**src/logic/cache_cfg_pkg.sv**
```systemverilog
package cache_cfg_pkg;

  // cache geometry
  localparam int word_width_c  = 32;
  localparam int addr_width_c  = 16;
  localparam int ways_c        = 2;
  localparam int sets_c        = 16;
  localparam int block_words_c = 4;

  localparam int lg_ways_c   = $clog2(ways_c);
  localparam int lg_sets_c   = $clog2(sets_c);
  localparam int lg_block_c  = $clog2(block_words_c);
  localparam int byte_off_c  = $clog2(word_width_c / 8);
  localparam int tag_width_c = addr_width_c - lg_sets_c - lg_block_c - byte_off_c;

  typedef logic [word_width_c-1:0] word_t;

  typedef struct packed {
    logic [tag_width_c-1:0] tag;
    logic [lg_sets_c-1:0]   index;
    logic [lg_block_c-1:0]  word_off;
    logic [byte_off_c-1:0]  byte_off;
  } cache_addr_fields_s;

  // flat byte address or split fields
  typedef union packed {
    logic [addr_width_c-1:0] flat;
    cache_addr_fields_s      f;
  } cache_addr_u;

  typedef struct packed {
    logic                   valid;
    logic [tag_width_c-1:0] tag;
  } way_meta_s;

  // lru names the way to evict next
  typedef struct packed {
    logic [ways_c-1:0] dirty;
    logic [ways_c-2:0] lru;
  } set_stat_s;

endpackage
```
**src/logic/cache_miss_if.sv**
```systemverilog
`timescale 1ns/1ps

interface cache_miss_if;
  import cache_cfg_pkg::*;

  // lookup side
  logic                       miss_v;
  cache_addr_u                miss_addr;
  way_meta_s [ways_c-1:0]     meta;
  set_stat_s                  stat;
  word_t                      evict_data;

  // miss engine side
  logic                       done;
  logic [lg_ways_c-1:0]       fill_way;
  logic                       fill_we;
  logic [lg_block_c-1:0]      fill_offset;
  word_t                      fill_data;
  logic [lg_block_c-1:0]      evict_offset;

  modport lookup (
    output miss_v, miss_addr, meta, stat, evict_data,
    input  done, fill_way, fill_we, fill_offset, fill_data, evict_offset
  );

  modport miss (
    input  miss_v, miss_addr, meta, stat, evict_data,
    output done, fill_way, fill_we, fill_offset, fill_data, evict_offset
  );

endinterface

```
**src/logic/cache_miss.sv**
```systemverilog
`timescale 1ns/1ps

module cache_miss (
  input  logic                                    clk_i,
  input  logic                                    reset_i,
  cache_miss_if.miss                              miss,
  output logic                                    mem_v_o,
  output logic                                    mem_w_o,
  output logic [cache_cfg_pkg::addr_width_c-1:0]  mem_addr_o,
  input  logic                                    mem_yumi_i,
  output cache_cfg_pkg::word_t                    mem_wdata_o,
  output logic                                    mem_wdata_v_o,
  input  logic                                    mem_wdata_yumi_i,
  input  cache_cfg_pkg::word_t                    mem_rdata_i,
  input  logic                                    mem_rdata_v_i
);
  import cache_cfg_pkg::*;

  typedef enum logic [2:0] {
    idle_s,
    wb_req_s,
    wb_data_s,
    fill_req_s,
    fill_data_s,
    tag_wr_s
  } miss_state_e;

  miss_state_e            state_r;
  logic [lg_block_c-1:0]  cnt_r;
  logic [lg_ways_c-1:0]   victim_way;
  logic [lg_ways_c-1:0]   victim_way_r;
  logic [tag_width_c-1:0] victim_tag_r;
  logic                   victim_dirty;
  logic                   last_word;
  cache_addr_u            mem_addr;

  // prefer an invalid way over the lru way
  always_comb begin
    if (!miss.meta[0].valid) begin
      victim_way = 1'b0;
    end
    else if (!miss.meta[1].valid) begin
      victim_way = 1'b1;
    end
    else begin
      victim_way = miss.stat.lru;
    end
  end

  assign victim_dirty = miss.stat.dirty[victim_way] & miss.meta[victim_way].valid;
  assign last_word    = (cnt_r == lg_block_c'(block_words_c - 1));

  always_ff @(posedge clk_i) begin
    if (reset_i) begin
      state_r <= idle_s;
      cnt_r   <= '0;
    end
    else begin
      case (state_r)
        idle_s: begin
          if (miss.miss_v) begin
            state_r <= victim_dirty ? wb_req_s : fill_req_s;
          end
        end
        wb_req_s: begin
          if (mem_yumi_i) begin
            state_r <= wb_data_s;
          end
        end
        wb_data_s: begin
          if (mem_wdata_yumi_i) begin
            cnt_r <= cnt_r + 1'b1;
            if (last_word) begin
              state_r <= fill_req_s;
            end
          end
        end
        fill_req_s: begin
          if (mem_yumi_i) begin
            state_r <= fill_data_s;
          end
        end
        fill_data_s: begin
          if (mem_rdata_v_i) begin
            cnt_r <= cnt_r + 1'b1;
            if (last_word) begin
              state_r <= tag_wr_s;
            end
          end
        end
        default: state_r <= idle_s;
      endcase
    end
  end

  // victim held for the whole miss
  always_ff @(posedge clk_i) begin
    if (state_r == idle_s && miss.miss_v) begin
      victim_way_r <= victim_way;
      victim_tag_r <= miss.meta[victim_way].tag;
    end
  end

  // block address carrying the victim tag on write-back
  always_comb begin
    mem_addr            = miss.miss_addr;
    mem_addr.f.word_off = '0;
    mem_addr.f.byte_off = '0;
    if (state_r == wb_req_s) begin
      mem_addr.f.tag = victim_tag_r;
    end
  end

  assign mem_v_o       = (state_r == wb_req_s) | (state_r == fill_req_s);
  assign mem_w_o       = (state_r == wb_req_s);
  assign mem_addr_o    = mem_addr.flat;
  assign mem_wdata_v_o = (state_r == wb_data_s);
  assign mem_wdata_o   = miss.evict_data;

  assign miss.evict_offset = cnt_r;
  assign miss.fill_way     = victim_way_r;
  assign miss.fill_we      = (state_r == fill_data_s) & mem_rdata_v_i;
  assign miss.fill_offset  = cnt_r;
  assign miss.fill_data    = mem_rdata_i;
  assign miss.done         = (state_r == tag_wr_s);

  a_mem_req_stable: assert property (@(posedge clk_i) disable iff (reset_i)
    mem_v_o && !mem_yumi_i |=> mem_v_o && $stable(mem_addr_o))
    else $error("memory request dropped or changed before yumi");

endmodule

```
**src/flat_wrapper.sv**
```systemverilog
// flat-port wrapper written by rule: the top's interface ports become plain ports
module cache_miss_flat import cache_cfg_pkg::*;
  (clk_i, reset_i, mem_v_o, mem_w_o, mem_addr_o, mem_yumi_i, mem_wdata_o, mem_wdata_v_o, mem_wdata_yumi_i, mem_rdata_i, mem_rdata_v_i, miss_miss_v, miss_miss_addr, miss_meta, miss_stat, miss_evict_data, miss_done, miss_fill_way, miss_fill_we, miss_fill_offset, miss_fill_data, miss_evict_offset);
  cache_miss_if miss_i ();
  input  logic clk_i;
  input  logic reset_i;
  output logic mem_v_o;
  output logic mem_w_o;
  output logic [cache_cfg_pkg::addr_width_c-1:0] mem_addr_o;
  input  logic mem_yumi_i;
  output cache_cfg_pkg::word_t mem_wdata_o;
  output logic mem_wdata_v_o;
  input  logic mem_wdata_yumi_i;
  input  cache_cfg_pkg::word_t mem_rdata_i;
  input  logic mem_rdata_v_i;
  input wire logic [$bits(miss_i.miss_v)-1:0] miss_miss_v;
  input wire logic [$bits(miss_i.miss_addr)-1:0] miss_miss_addr;
  input wire logic [$bits(miss_i.meta)-1:0] miss_meta;
  input wire logic [$bits(miss_i.stat)-1:0] miss_stat;
  input wire logic [$bits(miss_i.evict_data)-1:0] miss_evict_data;
  output wire logic [$bits(miss_i.done)-1:0] miss_done;
  output wire logic [$bits(miss_i.fill_way)-1:0] miss_fill_way;
  output wire logic [$bits(miss_i.fill_we)-1:0] miss_fill_we;
  output wire logic [$bits(miss_i.fill_offset)-1:0] miss_fill_offset;
  output wire logic [$bits(miss_i.fill_data)-1:0] miss_fill_data;
  output wire logic [$bits(miss_i.evict_offset)-1:0] miss_evict_offset;
  assign miss_i.miss_v = miss_miss_v;
  assign miss_i.miss_addr = miss_miss_addr;
  assign miss_i.meta = miss_meta;
  assign miss_i.stat = miss_stat;
  assign miss_i.evict_data = miss_evict_data;
  assign miss_done = miss_i.done;
  assign miss_fill_way = miss_i.fill_way;
  assign miss_fill_we = miss_i.fill_we;
  assign miss_fill_offset = miss_i.fill_offset;
  assign miss_fill_data = miss_i.fill_data;
  assign miss_evict_offset = miss_i.evict_offset;
  cache_miss u_core (.clk_i(clk_i), .reset_i(reset_i), .miss(miss_i), .mem_v_o(mem_v_o), .mem_w_o(mem_w_o), .mem_addr_o(mem_addr_o), .mem_yumi_i(mem_yumi_i), .mem_wdata_o(mem_wdata_o), .mem_wdata_v_o(mem_wdata_v_o), .mem_wdata_yumi_i(mem_wdata_yumi_i), .mem_rdata_i(mem_rdata_i), .mem_rdata_v_i(mem_rdata_v_i));
endmodule
```
**config.mk**
```make
export PLATFORM = sky130hd
export DESIGN_NAME = cache_miss_flat
export DESIGN_NICKNAME = d
export VERILOG_FILES = /design/src/logic/cache_cfg_pkg.sv /design/src/logic/cache_miss_if.sv /design/src/logic/cache_miss.sv /design/src/flat_wrapper.sv
export SDC_FILE = /design/constraint.sdc
export NUM_CORES = 1
export LEC_CHECK = 0
export BUFFER_PORTS_ARGS = -buffer_cell sky130_fd_sc_hd__buf_4
export CORE_AREA = 2 2 76 78
export DETAILED_ROUTE_END_ITERATION = 7
export DIE_AREA = 0 0 78 80
export HOLD_SLACK_MARGIN = 0.05
export PLACE_DENSITY = 0.81
export SLEW_MARGIN = 0
export SYNTH_ARGS = -nofsm -noshare
export SYNTH_HDL_FRONTEND = slang
export SYNTH_SLANG_ARGS = --single-unit
```
**constraint.sdc**
```tcl
create_clock -name clk_i -period 4.26 [get_ports clk_i]
set_input_delay 0.639 -clock clk_i [delete_from_list [all_inputs] [get_ports clk_i]]
set_output_delay 0.639 -clock clk_i [all_outputs]
set_load 0.02 [all_outputs]
```
==> summary.md, run 1 <==
| Metric | Value |
|---|---|
| Run status | finished clean |
| Share of flip-flops with an asynchronous set or reset | 0% |
| Vias in the first global route | approximately 760 |
| Worst slack on hold paths | 0.565 ns |
| Maximum count of clock buffers along a single path | 2 |
| Syn avg cell area | 9.49 sq um |
| # hold bufs at CTS | 0 |
| Timing-limited maximum frequency | 0.375 GHz |
| Largest stage delay on the critical path | approximately 0.55 ns |
| Post-detailed-route via-to-cell ratio | a little over 4 |
| Area grow syn2layout | -2.26% |
| Antenna diode instance count | 0 |
| Cell taking the most area after synthesis | buf_4 |
| Endpoint type of the worst setup path | primary output |
| Leakage | 0.592 nW |
| Type of the tightest min-delay check | reg -> reg |
| Cells along the critical path | nand2b_1, nor2_2, mux2_2, buf_4 |
| Most common cell in the netlist | buf_4 |
| Post-synth top area share | 41.2% |
| Leading post-synthesis cells by cell area | buf_4 (41%), edfxtp_1 (20%), mux2_2 (13%) |
| Antenna violations before repair | 0 |
| Initial standard-cell utilization of the core | 25.6% |
| Sum Neg Setup Slack | 0 ns |
| Number of hold violations in the final report | 0 |
| Number of cells upsized or downsized after cts | 0 |
| Worst-skew pair later-pin latency | 0.25 ns |
| Post-DP HPWL | ~2000 um |
| Endpoint arrival time on the critical path | 2.03 ns |
| Antenna-violating nets left | 0 |
| Max Clock Skew | 0.00268 ns |
| First-pass GRT wire length | 3900 um |
| Area enclosed by the die boundary | around 6200 sq um |
| Clock buffer count from CTS | 3 |
| Root buf cell | clkbuf_8 |
| Die Ht | about 80 um |
| Share of synthesized area occupied by flip-flops and latches | 26.7% |
| Synthesized netlist cell count | 146 |
| Detailed Route Iter0 Violations | 32 |
| Reported max-cap violation count | 0 |
| Average routed wire per standard cell | 13.0 um |
| RSZ-0062 raised after global routing | false |
| Power per unit of standard cell area | 474 nW/um^2 |
| Number of buffers added for setup after CTS | 0 |
| Worst setup path category | reg -> out |
| Total core area | around 5400 sq um |
| H-tree Lvls | 1 |
| Router iterations before antenna repair | 3 |
| EDFF count, synth | 9 |
| Largest vdd supply drop | about 120 uV |
| RePlAce Congestion | 0.776 |
| Count of different cell masters after synthesis | 31 |
| Clock input transition at the sequential cells of the worst setup and hold paths | 0.06 ns |
| Cell area after synthesis | 1390 sq um |
| Overall via count from detail_route | 813 |
| Final cycle utilization of the critical path | a little over three fifths |
| Warnings, synthesis | 0 |
| Pin count of the biggest net entering global routing | 13 |
| Die Span X | 78 um |
| Flop and latch count out of synthesis | 14 |
| Worst-path fanout max | 11 |
| All-layer global routing usage | 8.17% |
| Headroom to the max-slew limit | 62.4% |
| Critical path's slowest cell | dfxtp_1 |
| Number of rows in the core area | 27 |
| Number of nets in the layout | 238 |
| Count of final setup violators | 0 |
| Required time at the worst-slack endpoint | between 3 and 4 ns |
| TritonCTS sink count | 14 |
| Total gr overflow | 0 |
| Proportion of layout cells with a drive suffix above 1 | 59.7% |
| # port buffers | 52 |
| Worst path top cell family by delay | simple AND/OR/NAND/NOR gates |
| Buffers and inverters on the worst path | 1 |
| Time the worst path needs with I/O delays and setup | about 2.7 ns |
| Number of pins with negative max-slew slack in the final report | 0 |
| CTS tree | done |
| Actual slew at the worst max-slew pin | 0.564 ns |
| I/O pins | roughly 200 |
| Commonest cells in the synthesized netlist | buf_4 (76), mux2_2 (16), edfxtp_1 (9) |
| Ys flop type | edfxtp_1 |
| Crit path launch type | register |
| Post-route DRC | 0 |
| Total wire length | 2600 um |
-- worst paths after layout --
kind / start / to / slack (ns) / cells after the start
worst max-delay path: u_core.state_r[0] / mem_addr_o[11] / 1.59 / 4
worst min-delay path: u_core.miss.evict_offset[1] / u_core.miss.evict_offset[1] / 0.57 / 2
worst max register to register: u_core.state_r[2] / u_core.state_r[1] / 2.70 / 4
worst min register to register: u_core.miss.evict_offset[1] / u_core.miss.evict_offset[1] / 0.57 / 2
-- cell usage in the layout (no fill, tap or decap) --
master     n
buf_4     53
mux2_2    16
edfxtp_1   9
inv_1      5
dfxtp_1    5
a21oi_1    4
conb_1     4
nor2_1     3
clkbuf_8   3
nor3_1     2
or3b_1     2
nand3b_1   2
mux2i_1    2
nand2b_1   1
nor2_2     1
o21ai_2    1
nor4b_2    1
and3_1     1
nor4_1     1
o211ai_2   1
o21ai_0    1
o31ai_1    1
xnor2_1    1
nand3_1    1
a21o_2     1
o22a_1     1
nand2_1    1
or3_1      1
a31oi_1    1
a311oi_1   1
ha_1       1
clkinv_1   1
-- power breakdown --
part | switching, mW | leakage, nW | internal [mW]
sequential | 0.0365 | 0.126 | 0.182
clock | 0.0510 | 0.0231 | 0.0638
combinational | 0.159 | 0.444 | 0.149
total | 0.246 | 0.592 | 0.396
-- cell families (layout without fill, tap and decap cells) --
family	after synthesis	count (layout)	synth area share, %
simple gates	17	17	7.41
fa+ha+maj	1	1	0.903
other cells	1	4	0.271
buf+inv	82	62	43.4
xor+xnor	1	1	0.632
compound gates	12	12	6.23
flops	14	14	26.7
mux	18	18	14.5
-- cell type report --
type                    count  area, sq um
repair buffers             53          398
flip-flops and latches     14          370
clock inverters             1         3.75
clock buffers               3         41.3
inverters                   5         18.8
well taps                  72         90.1
multi-input cells          53          432
fillers                   599         4050
-- sequential cells by signal, indices dropped and copies added (netlist names) --
name                      cells
u_core.victim_tag_r           8
u_core.miss.evict_offset      2
u_core.miss.fill_way          1
u_core.state_r                3
-- metrics by stage --
step	power, mW	area [sq um]	std cells	util (%)	setup WS [ns]
floorplan	0.512	1400	149	-	2.19
global placement	0.528	1310	197	24.2	1.86
detailed placement	0.534	1310	197	24.2	1.83
CTS	0.654	1350	201	25.0	1.55
global route	0.686	1350	201	25.0	1.44
finish	0.642	1350	201	25.0	1.59
-- tightest hold or removal path, stage by stage, from the launching register on --
cell	delay, ns
dfxtp_1	0.33
mux2i_1	0.13
nor2_1	0.05
-- metal layers --
| metal | track usage, % | part of all wire, % |
|---|---|---|
| met1 | 10.1 | 42 |
| met2 | 11.6 | 48 |
| met3 | 3.73 | 9.6 |
| met4 | 4.74 | 1.0 |
| met5 | 0 | 0 |
No activity file was read; power rests on OpenSTA's default activity.
==> run 2: changes to the inputs <==
--- a/config.mk
+++ b/config.mk
@@ -10,7 +10,7 @@
 export DETAILED_ROUTE_END_ITERATION = 7
 export DIE_AREA = 0 0 78 80
 export HOLD_SLACK_MARGIN = 0.05
-export PLACE_DENSITY = 0.81
+export PLACE_DENSITY = 0.84
 export SLEW_MARGIN = 0
 export SYNTH_ARGS = -nofsm -noshare
 export SYNTH_HDL_FRONTEND = slang
==> constraint.sdc (replaced) <==
create_clock -name clk_i -period 2.4 [get_ports clk_i]
set_input_delay 0.36 -clock clk_i [delete_from_list [all_inputs] [get_ports clk_i]]
set_output_delay 0.36 -clock clk_i [all_outputs]
set_load 0.02 [all_outputs]
==> run 2 against run 1 <==
  * Clock power rose by 77%
  * Register-to-register slack got worse by 1.9 ns
  * Via count up 2.1%
  * Clock-buffer cell count unchanged
  * Combinational power grew 79%
  * Cell count is the same
  * Sequential share of layout area is 0.10 points lower
  * Critical path depth did not move
  * Global-route usage fell by 0.23 points
  * Power increased by 78%
  * Sequential cell count unchanged
  * Critical endpoint is now mem_addr_o[14]
  * Non-clock buffer count did not move
==> summary.md, run 2 (synthesized netlist as in run 1, its figures left out) <==
| Metric | Value |
|---|---|
| Root buf cell | clkbuf_8 |
| Leakage | 0.593 nW |
| Reg with most FFs | u_core.victim_tag_r |
| Timing-limited maximum frequency | 0.455 GHz |
| Number of flip-flops under the largest register name | 8 |
| Actual slew at the worst max-slew pin | between 0.5 and 0.6 ns |
| TritonCTS sink count | 14 |
| Worst-path fanout max | 11 |
| Endpoint arrival time on the critical path | 1.84 ns |
| Overall via count from detail_route | 830 |
| Worst setup path category | reg -> out |
| Number of buffers added for setup after CTS | 0 |
| Die Ht | roughly 80 um |
| Total gr overflow | 0 |
| R2r worst-path depth | 4 |
| Commonest cells after routing, fill and taps aside | buf_4 (53), mux2_2 (16), edfxtp_1 (9) |
| Worst Min Path Start | mem_yumi_i |
| Core occupancy in the finished layout | between 20% and 30% |
| Most frequent standard cell in the layout excluding fill and tap cells | buf_4 |
| Count of final setup violators | 0 |
| Final cycle utilization of the critical path | 91.5% |
| GR met2 Demand/Resource | about an eighth |
| Clock input transition at the sequential cells of the worst setup and hold paths | around 0.06 ns |
| Router iterations before antenna repair | 3 |
| Proportion of layout cells with a drive suffix above 1 | about three fifths |
| Worst-skew pair later-pin latency | around 0.25 ns |
| Min-Delay Path Depth | 2 |
| # port buffers | 52 |
| Power per unit of standard cell area | 843 nW/um^2 |
| Required time at the worst-slack endpoint | 2.04 ns |
| # hold bufs at CTS | 0 |
| Endpoint type of the worst setup path | primary output |
| Reported max-cap violation count | 0 |
| RePlAce Congestion | 0.720 |
| First-pass GRT wire length | 3840 um |
| Type of the tightest min-delay check | in -> reg |
| Number of pins with negative max-slew slack in the final report | 0 |
| Average routed wire per standard cell | roughly 13 um |
| Total wire length | 2640 um |
| Worst slack on hold paths | 0.321 ns |
| Hold Crit Endpoint | u_core.state_r[0] |
| Time the worst path needs with I/O delays and setup | 2.20 ns |
| M1 GR Usage | 8.51% |
| I/O pins | about 200 |
| Number of cells upsized or downsized after cts | 0 |
| Maximum count of clock buffers along a single path | 2 |
| RSZ-0062 raised after global routing | false |
| Total core area | about 5400 sq um |
| H-tree Lvls | 1 |
| Post-route DRC | 0 |
| All-layer global routing usage | slightly below 8% |
| Antenna diode instance count | 0 |
| Gr busiest metal | met2 |
| Initial standard-cell utilization of the core | 25.6% |
| Headroom to the max-slew limit | 66.0% |
| Sum Neg Setup Slack | 0 ns |
| Post-detailed-route via-to-cell ratio | between 4 and 5 |
| Number of nets in the layout | between 200 and 250 |
| Number of rows in the core area | 27 |
| Crit path launch type | register |
| Clock buffer count from CTS | 3 |
| Antenna violations before repair | 0 |
| Total Power Consumption | 1.15 mW |
| # fillers | 592 |
| Die Span X | between 70 and 80 um |
| Detailed Route Iter0 Violations | 16 |
| Area enclosed by the die boundary | between 6000 and 7000 sq um |
| Max Clock Skew | 0.00130 ns |
| CTS tree | done |
| Post-DP HPWL | 2040 um |
| Number of hold violations in the final report | 0 |
| Reg-to-reg endpoint | u_core.state_r[1] |
| Antenna-violating nets left | 0 |
| Reg-to-reg startpoint | u_core.state_r[2] |
| Run status | finished clean |
| Slack of the worst reg-to-reg path | 0.85 ns |
| Pin count of the biggest net entering global routing | 13 |
| GRT met3 Usage | 2.60% |
| Start point of the critical path | u_core.state_r[0] |
| Area grow syn2layout | -1.90% |
| Vias in the first global route | 813 |
| Largest vdd supply drop | about 190 uV |
[run 2: layout make-up]
cell class	count	area (sq um)	share of cell area (%)
inverter	5	18.8	1.38
tap	72	90.1	6.63
sequential	14	370	27.3
multi-input combinational	53	437	32.1
clock inverter	1	3.75	0.276
timing repair buffer	53	398	29.3
clock buffer	3	41.3	3.04
[run 2: per-layer routing]
layer | wire length [um] | up-vias
li1 | - | 378
met1 | 960 | 390
met3 | 215 | 15
met5 | 0 | -
met2 | 1360 | 47
met4 | 99 | 0
[run 2: worst max-delay path by stage]
stage	to	slack, ns	cells past startpoint
3_3_place_gp	mem_addr_o[14]	0.37	4
4_1_cts	mem_addr_o[14]	0.03	4
5_1_grt	mem_addr_o[14]	0.05	4
3_5_place_dp	mem_addr_o[14]	0.30	4
2_1_floorplan	u_core.miss.fill_way	0.47	2
6_report	mem_addr_o[14]	0.20	4
[run 2: metrics by stage]
stage / instance area (sq um) / cells / setup slack [ns]
2_1_floorplan: 1400 / 149 / 0.468
3_3_place_gp: 1310 / 197 / 0.374
3_5_place_dp: 1310 / 197 / 0.304
4_1_cts: 1350 / 201 / 0.0255
5_1_grt: 1360 / 201 / 0.0451
6_report: 1360 / 201 / 0.204
[run 2: worst max-delay path, cell delays in order (launching register included)]
cell and delay [ns]:
dfxtp_1 0.55, nand2b_1 0.21, nor2_4 0.28, mux2_2 0.38, buf_4 0.16
[run 2: power by group]
group,leakage [nW],switching (mW),internal (mW)
Clock,0.0231,0.0894,0.113
Combinational,0.444,0.283,0.268
Sequential,0.126,0.0676,0.324
Total,0.593,0.440,0.705
==> run 3: changes to the inputs <==
--- a/config.mk
+++ b/config.mk
@@ -6,11 +6,13 @@
 export NUM_CORES = 1
 export LEC_CHECK = 0
 export BUFFER_PORTS_ARGS = -buffer_cell sky130_fd_sc_hd__buf_4
-export CORE_AREA = 2 2 76 78
+export CELL_PAD_IN_SITES_DETAIL_PLACEMENT = 0
+export CELL_PAD_IN_SITES_GLOBAL_PLACEMENT = 1
+export CORE_MARGIN = 2
+export CORE_UTILIZATION = 17
 export DETAILED_ROUTE_END_ITERATION = 7
-export DIE_AREA = 0 0 78 80
 export HOLD_SLACK_MARGIN = 0.05
-export PLACE_DENSITY = 0.84
+export PLACE_DENSITY = 0.88
 export SLEW_MARGIN = 0
 export SYNTH_ARGS = -nofsm -noshare
 export SYNTH_HDL_FRONTEND = slang
==> run 3 against run 2 <==
  * Setup slack better by 0.028 ns
  * Combinational power fell by 0.7%
  * Power fell by 1.2%
  * Utilization fell by 7.3 points
  * Cell count grew 15%
  * Clock power shrank 5%
  * Critical path depth is the same
  * Hold slack better by 0.010 ns
  * Maximum frequency up 1.3%
==> summary.md, run 3 (synthesized netlist as in run 1, its figures left out) <==
| Metric | Value |
|---|---|
| First-pass GRT wire length | roughly 3600 um |
| Root buf cell | clkbuf_8 |
| Power per unit of standard cell area | about 800 nW/um^2 |
| Area of the multi-input gates | about 440 sq um |
| I/O pins | 197 |
| Number of flip-flops under the largest register name | 8 |
| Detailed Route Iter0 Violations | 20 |
| Post-detailed-route via-to-cell ratio | between 3 and 4 |
| Post-DP HPWL | 2150 um |
| M1 GR Usage | 5.48% |
| Endpoint type of the worst setup path | primary output |
| Slack of the worst reg-to-reg path | 0.87 ns |
| Number of pins with negative max-slew slack in the final report | 0 |
| Worst setup path category | reg -> out |
| Headroom to the max-slew limit | 62.9% |
| GR met2 Demand/Resource | 9.17% |
| Maximum count of clock buffers along a single path | 2 |
| CTS tree | done |
| Total gr overflow | 0 |
| Post-route DRC | 0 |
| Sum Neg Setup Slack | 0 ns |
| Reported max-cap violation count | 0 |
| Antenna diode instance count | 0 |
| Crit path launch type | register |
| Worst-skew pair later-pin latency | 0.24 ns |
| Final instance area | 1400 sq um |
| Clock input transition at the sequential cells of the worst setup and hold paths | 0.06 ns |
| Area grow syn2layout | 0.813% |
| Router iterations before antenna repair | 4 |
| Time the worst path needs with I/O delays and setup | 2.17 ns |
| All-layer global routing usage | 5.24% |
| Hold Crit Endpoint | u_core.state_r[0] |
| Actual slew at the worst max-slew pin | 0.557 ns |
| GRT met3 Usage | ~1.3% |
| Pin count of the biggest net entering global routing | 13 |
| Timing-limited maximum frequency | 0.461 GHz |
| Overall via count from detail_route | 806 |
| Clock buffer count from CTS | 3 |
| H-tree Lvls | 1 |
| # fillers | 872 |
| Most frequent standard cell in the layout excluding fill and tap cells | buf_4 |
| Initial standard-cell utilization of the core | 17.7% |
| Register area | ~370 sq um |
| Gr busiest metal | met2 |
| Placed inst area | about 1300 sq um |
| Commonest cells after routing, fill and taps aside | buf_4 (53), mux2_2 (16), edfxtp_1 (9) |
| Average routed wire per standard cell | 11.5 um |
| Area enclosed by the die boundary | 8890 sq um |
| TritonCTS sink count | 14 |
| Type of the tightest min-delay check | in -> reg |
| Leakage | 0.593 nW |
| R2r worst-path depth | 3 |
| Proportion of layout cells with a drive suffix above 1 | 59.7% |
| Worst-path fanout max | 11 |
| Placement Setup Slack | 0.357 ns |
| Number of buffers added for setup after CTS | 0 |
| Die Ht | 94.3 um |
| Total core area | 7810 sq um |
| Number of hold violations in the final report | 0 |
| Min-Delay Path Depth | 2 |
| Number of rows in the core area | 32 |
| Setup slack of the critical path after layout | 0.232 ns |
| Worst Min Path Start | mem_yumi_i |
| # port buffers | 52 |
| Required time at the worst-slack endpoint | 2.04 ns |
| Vias in the first global route | roughly 770 |
| Reg-to-reg endpoint | u_core.state_r[1] |
| Reg with most FFs | u_core.victim_tag_r |
| Total wire length | between 2000 and 3000 um |
| Total instance count after detailed placement | ~230 |
| RePlAce Congestion | approximately 0.67 |
| Final cycle utilization of the critical path | 90.3% |
| Die Span X | between 90 and 100 um |
| Antenna violations before repair | 0 |
| Endpoint arrival time on the critical path | between 1.5 and 2 ns |
| Count of final setup violators | 0 |
| Antenna-violating nets left | 0 |
| Post-layout instance count excluding filler cells | 231 |
| Worst slack on hold paths | 0.331 ns |
| Reg-to-reg startpoint | u_core.state_r[2] |
| Largest vdd supply drop | 147 uV |
| Max Clock Skew | between 0.001 and 0.0015 ns |
| Number of nets in the layout | 238 |
| Run status | finished clean |
| RSZ-0062 raised after global routing | false |
==> run 3: layer usage <==
| layer | wire length, um | up-vias | part of all wire, % |
|---|---|---|---|
| li1 | - | 376 | - |
| met3 | 264 | 10 | 10 |
| met4 | 67 | 0 | 2.5 |
| met2 | 1420 | 34 | 54 |
| met5 | 0 | - | 0 |
| met1 | 897 | 386 | 34 |
==> run 3: worst max-delay path, stage by stage, from the launching register on <==
cell      delay (ns)
dfxtp_1         0.54
nand2b_1        0.21
nor2_4          0.28
mux2_2          0.38
buf_4           0.16
==> run 3: layout make-up <==
cell class              count  area share, %
clock inverters             1          0.269
clock buffers               3           2.96
inverters                   5           1.34
well taps                 102           9.14
flip-flops and latches     14           26.5
multi-input cells          53           31.3
repair buffers             53           28.5
==> run 3: what timing repair did <==
action | 4_1_cts | 5_1_grt
hold buffers | 0 | 0
resized for setup | 0 | 1
endpoints found under the setup margin | 0 | 8
==> run 3: power by group <==
group | switching (mW) | total (mW) | internal (mW)
combinational | 0.280 | 0.547 | 0.267
sequential | 0.0679 | 0.392 | 0.324
clock | 0.0795 | 0.192 | 0.113
total | 0.427 | 1.13 | 0.704
==> run 3: worst max-delay path by stage <==
stage,from,to,slack (ns),cells after the start
2_1_floorplan,u_core.state_r[2],u_core.miss.fill_way,0.47,2
3_3_place_gp,u_core.state_r[0],mem_addr_o[12],0.37,4
3_5_place_dp,u_core.state_r[0],mem_addr_o[11],0.36,4
4_1_cts,u_core.state_r[0],mem_addr_o[11],0.08,4
5_1_grt,u_core.state_r[0],mem_addr_o[11],0.10,4
6_report,u_core.state_r[0],mem_addr_o[8],0.23,4
==> run 3: per-stage QoR <==
step | power [mW] | util [%]
3_5_place_dp | 0.943 | 17.2
2_1_floorplan | 0.909 | -
6_report | 1.13 | 17.9
5_1_grt | 1.21 | 17.9
3_3_place_gp | 0.934 | 17.2
4_1_cts | 1.15 | 17.8
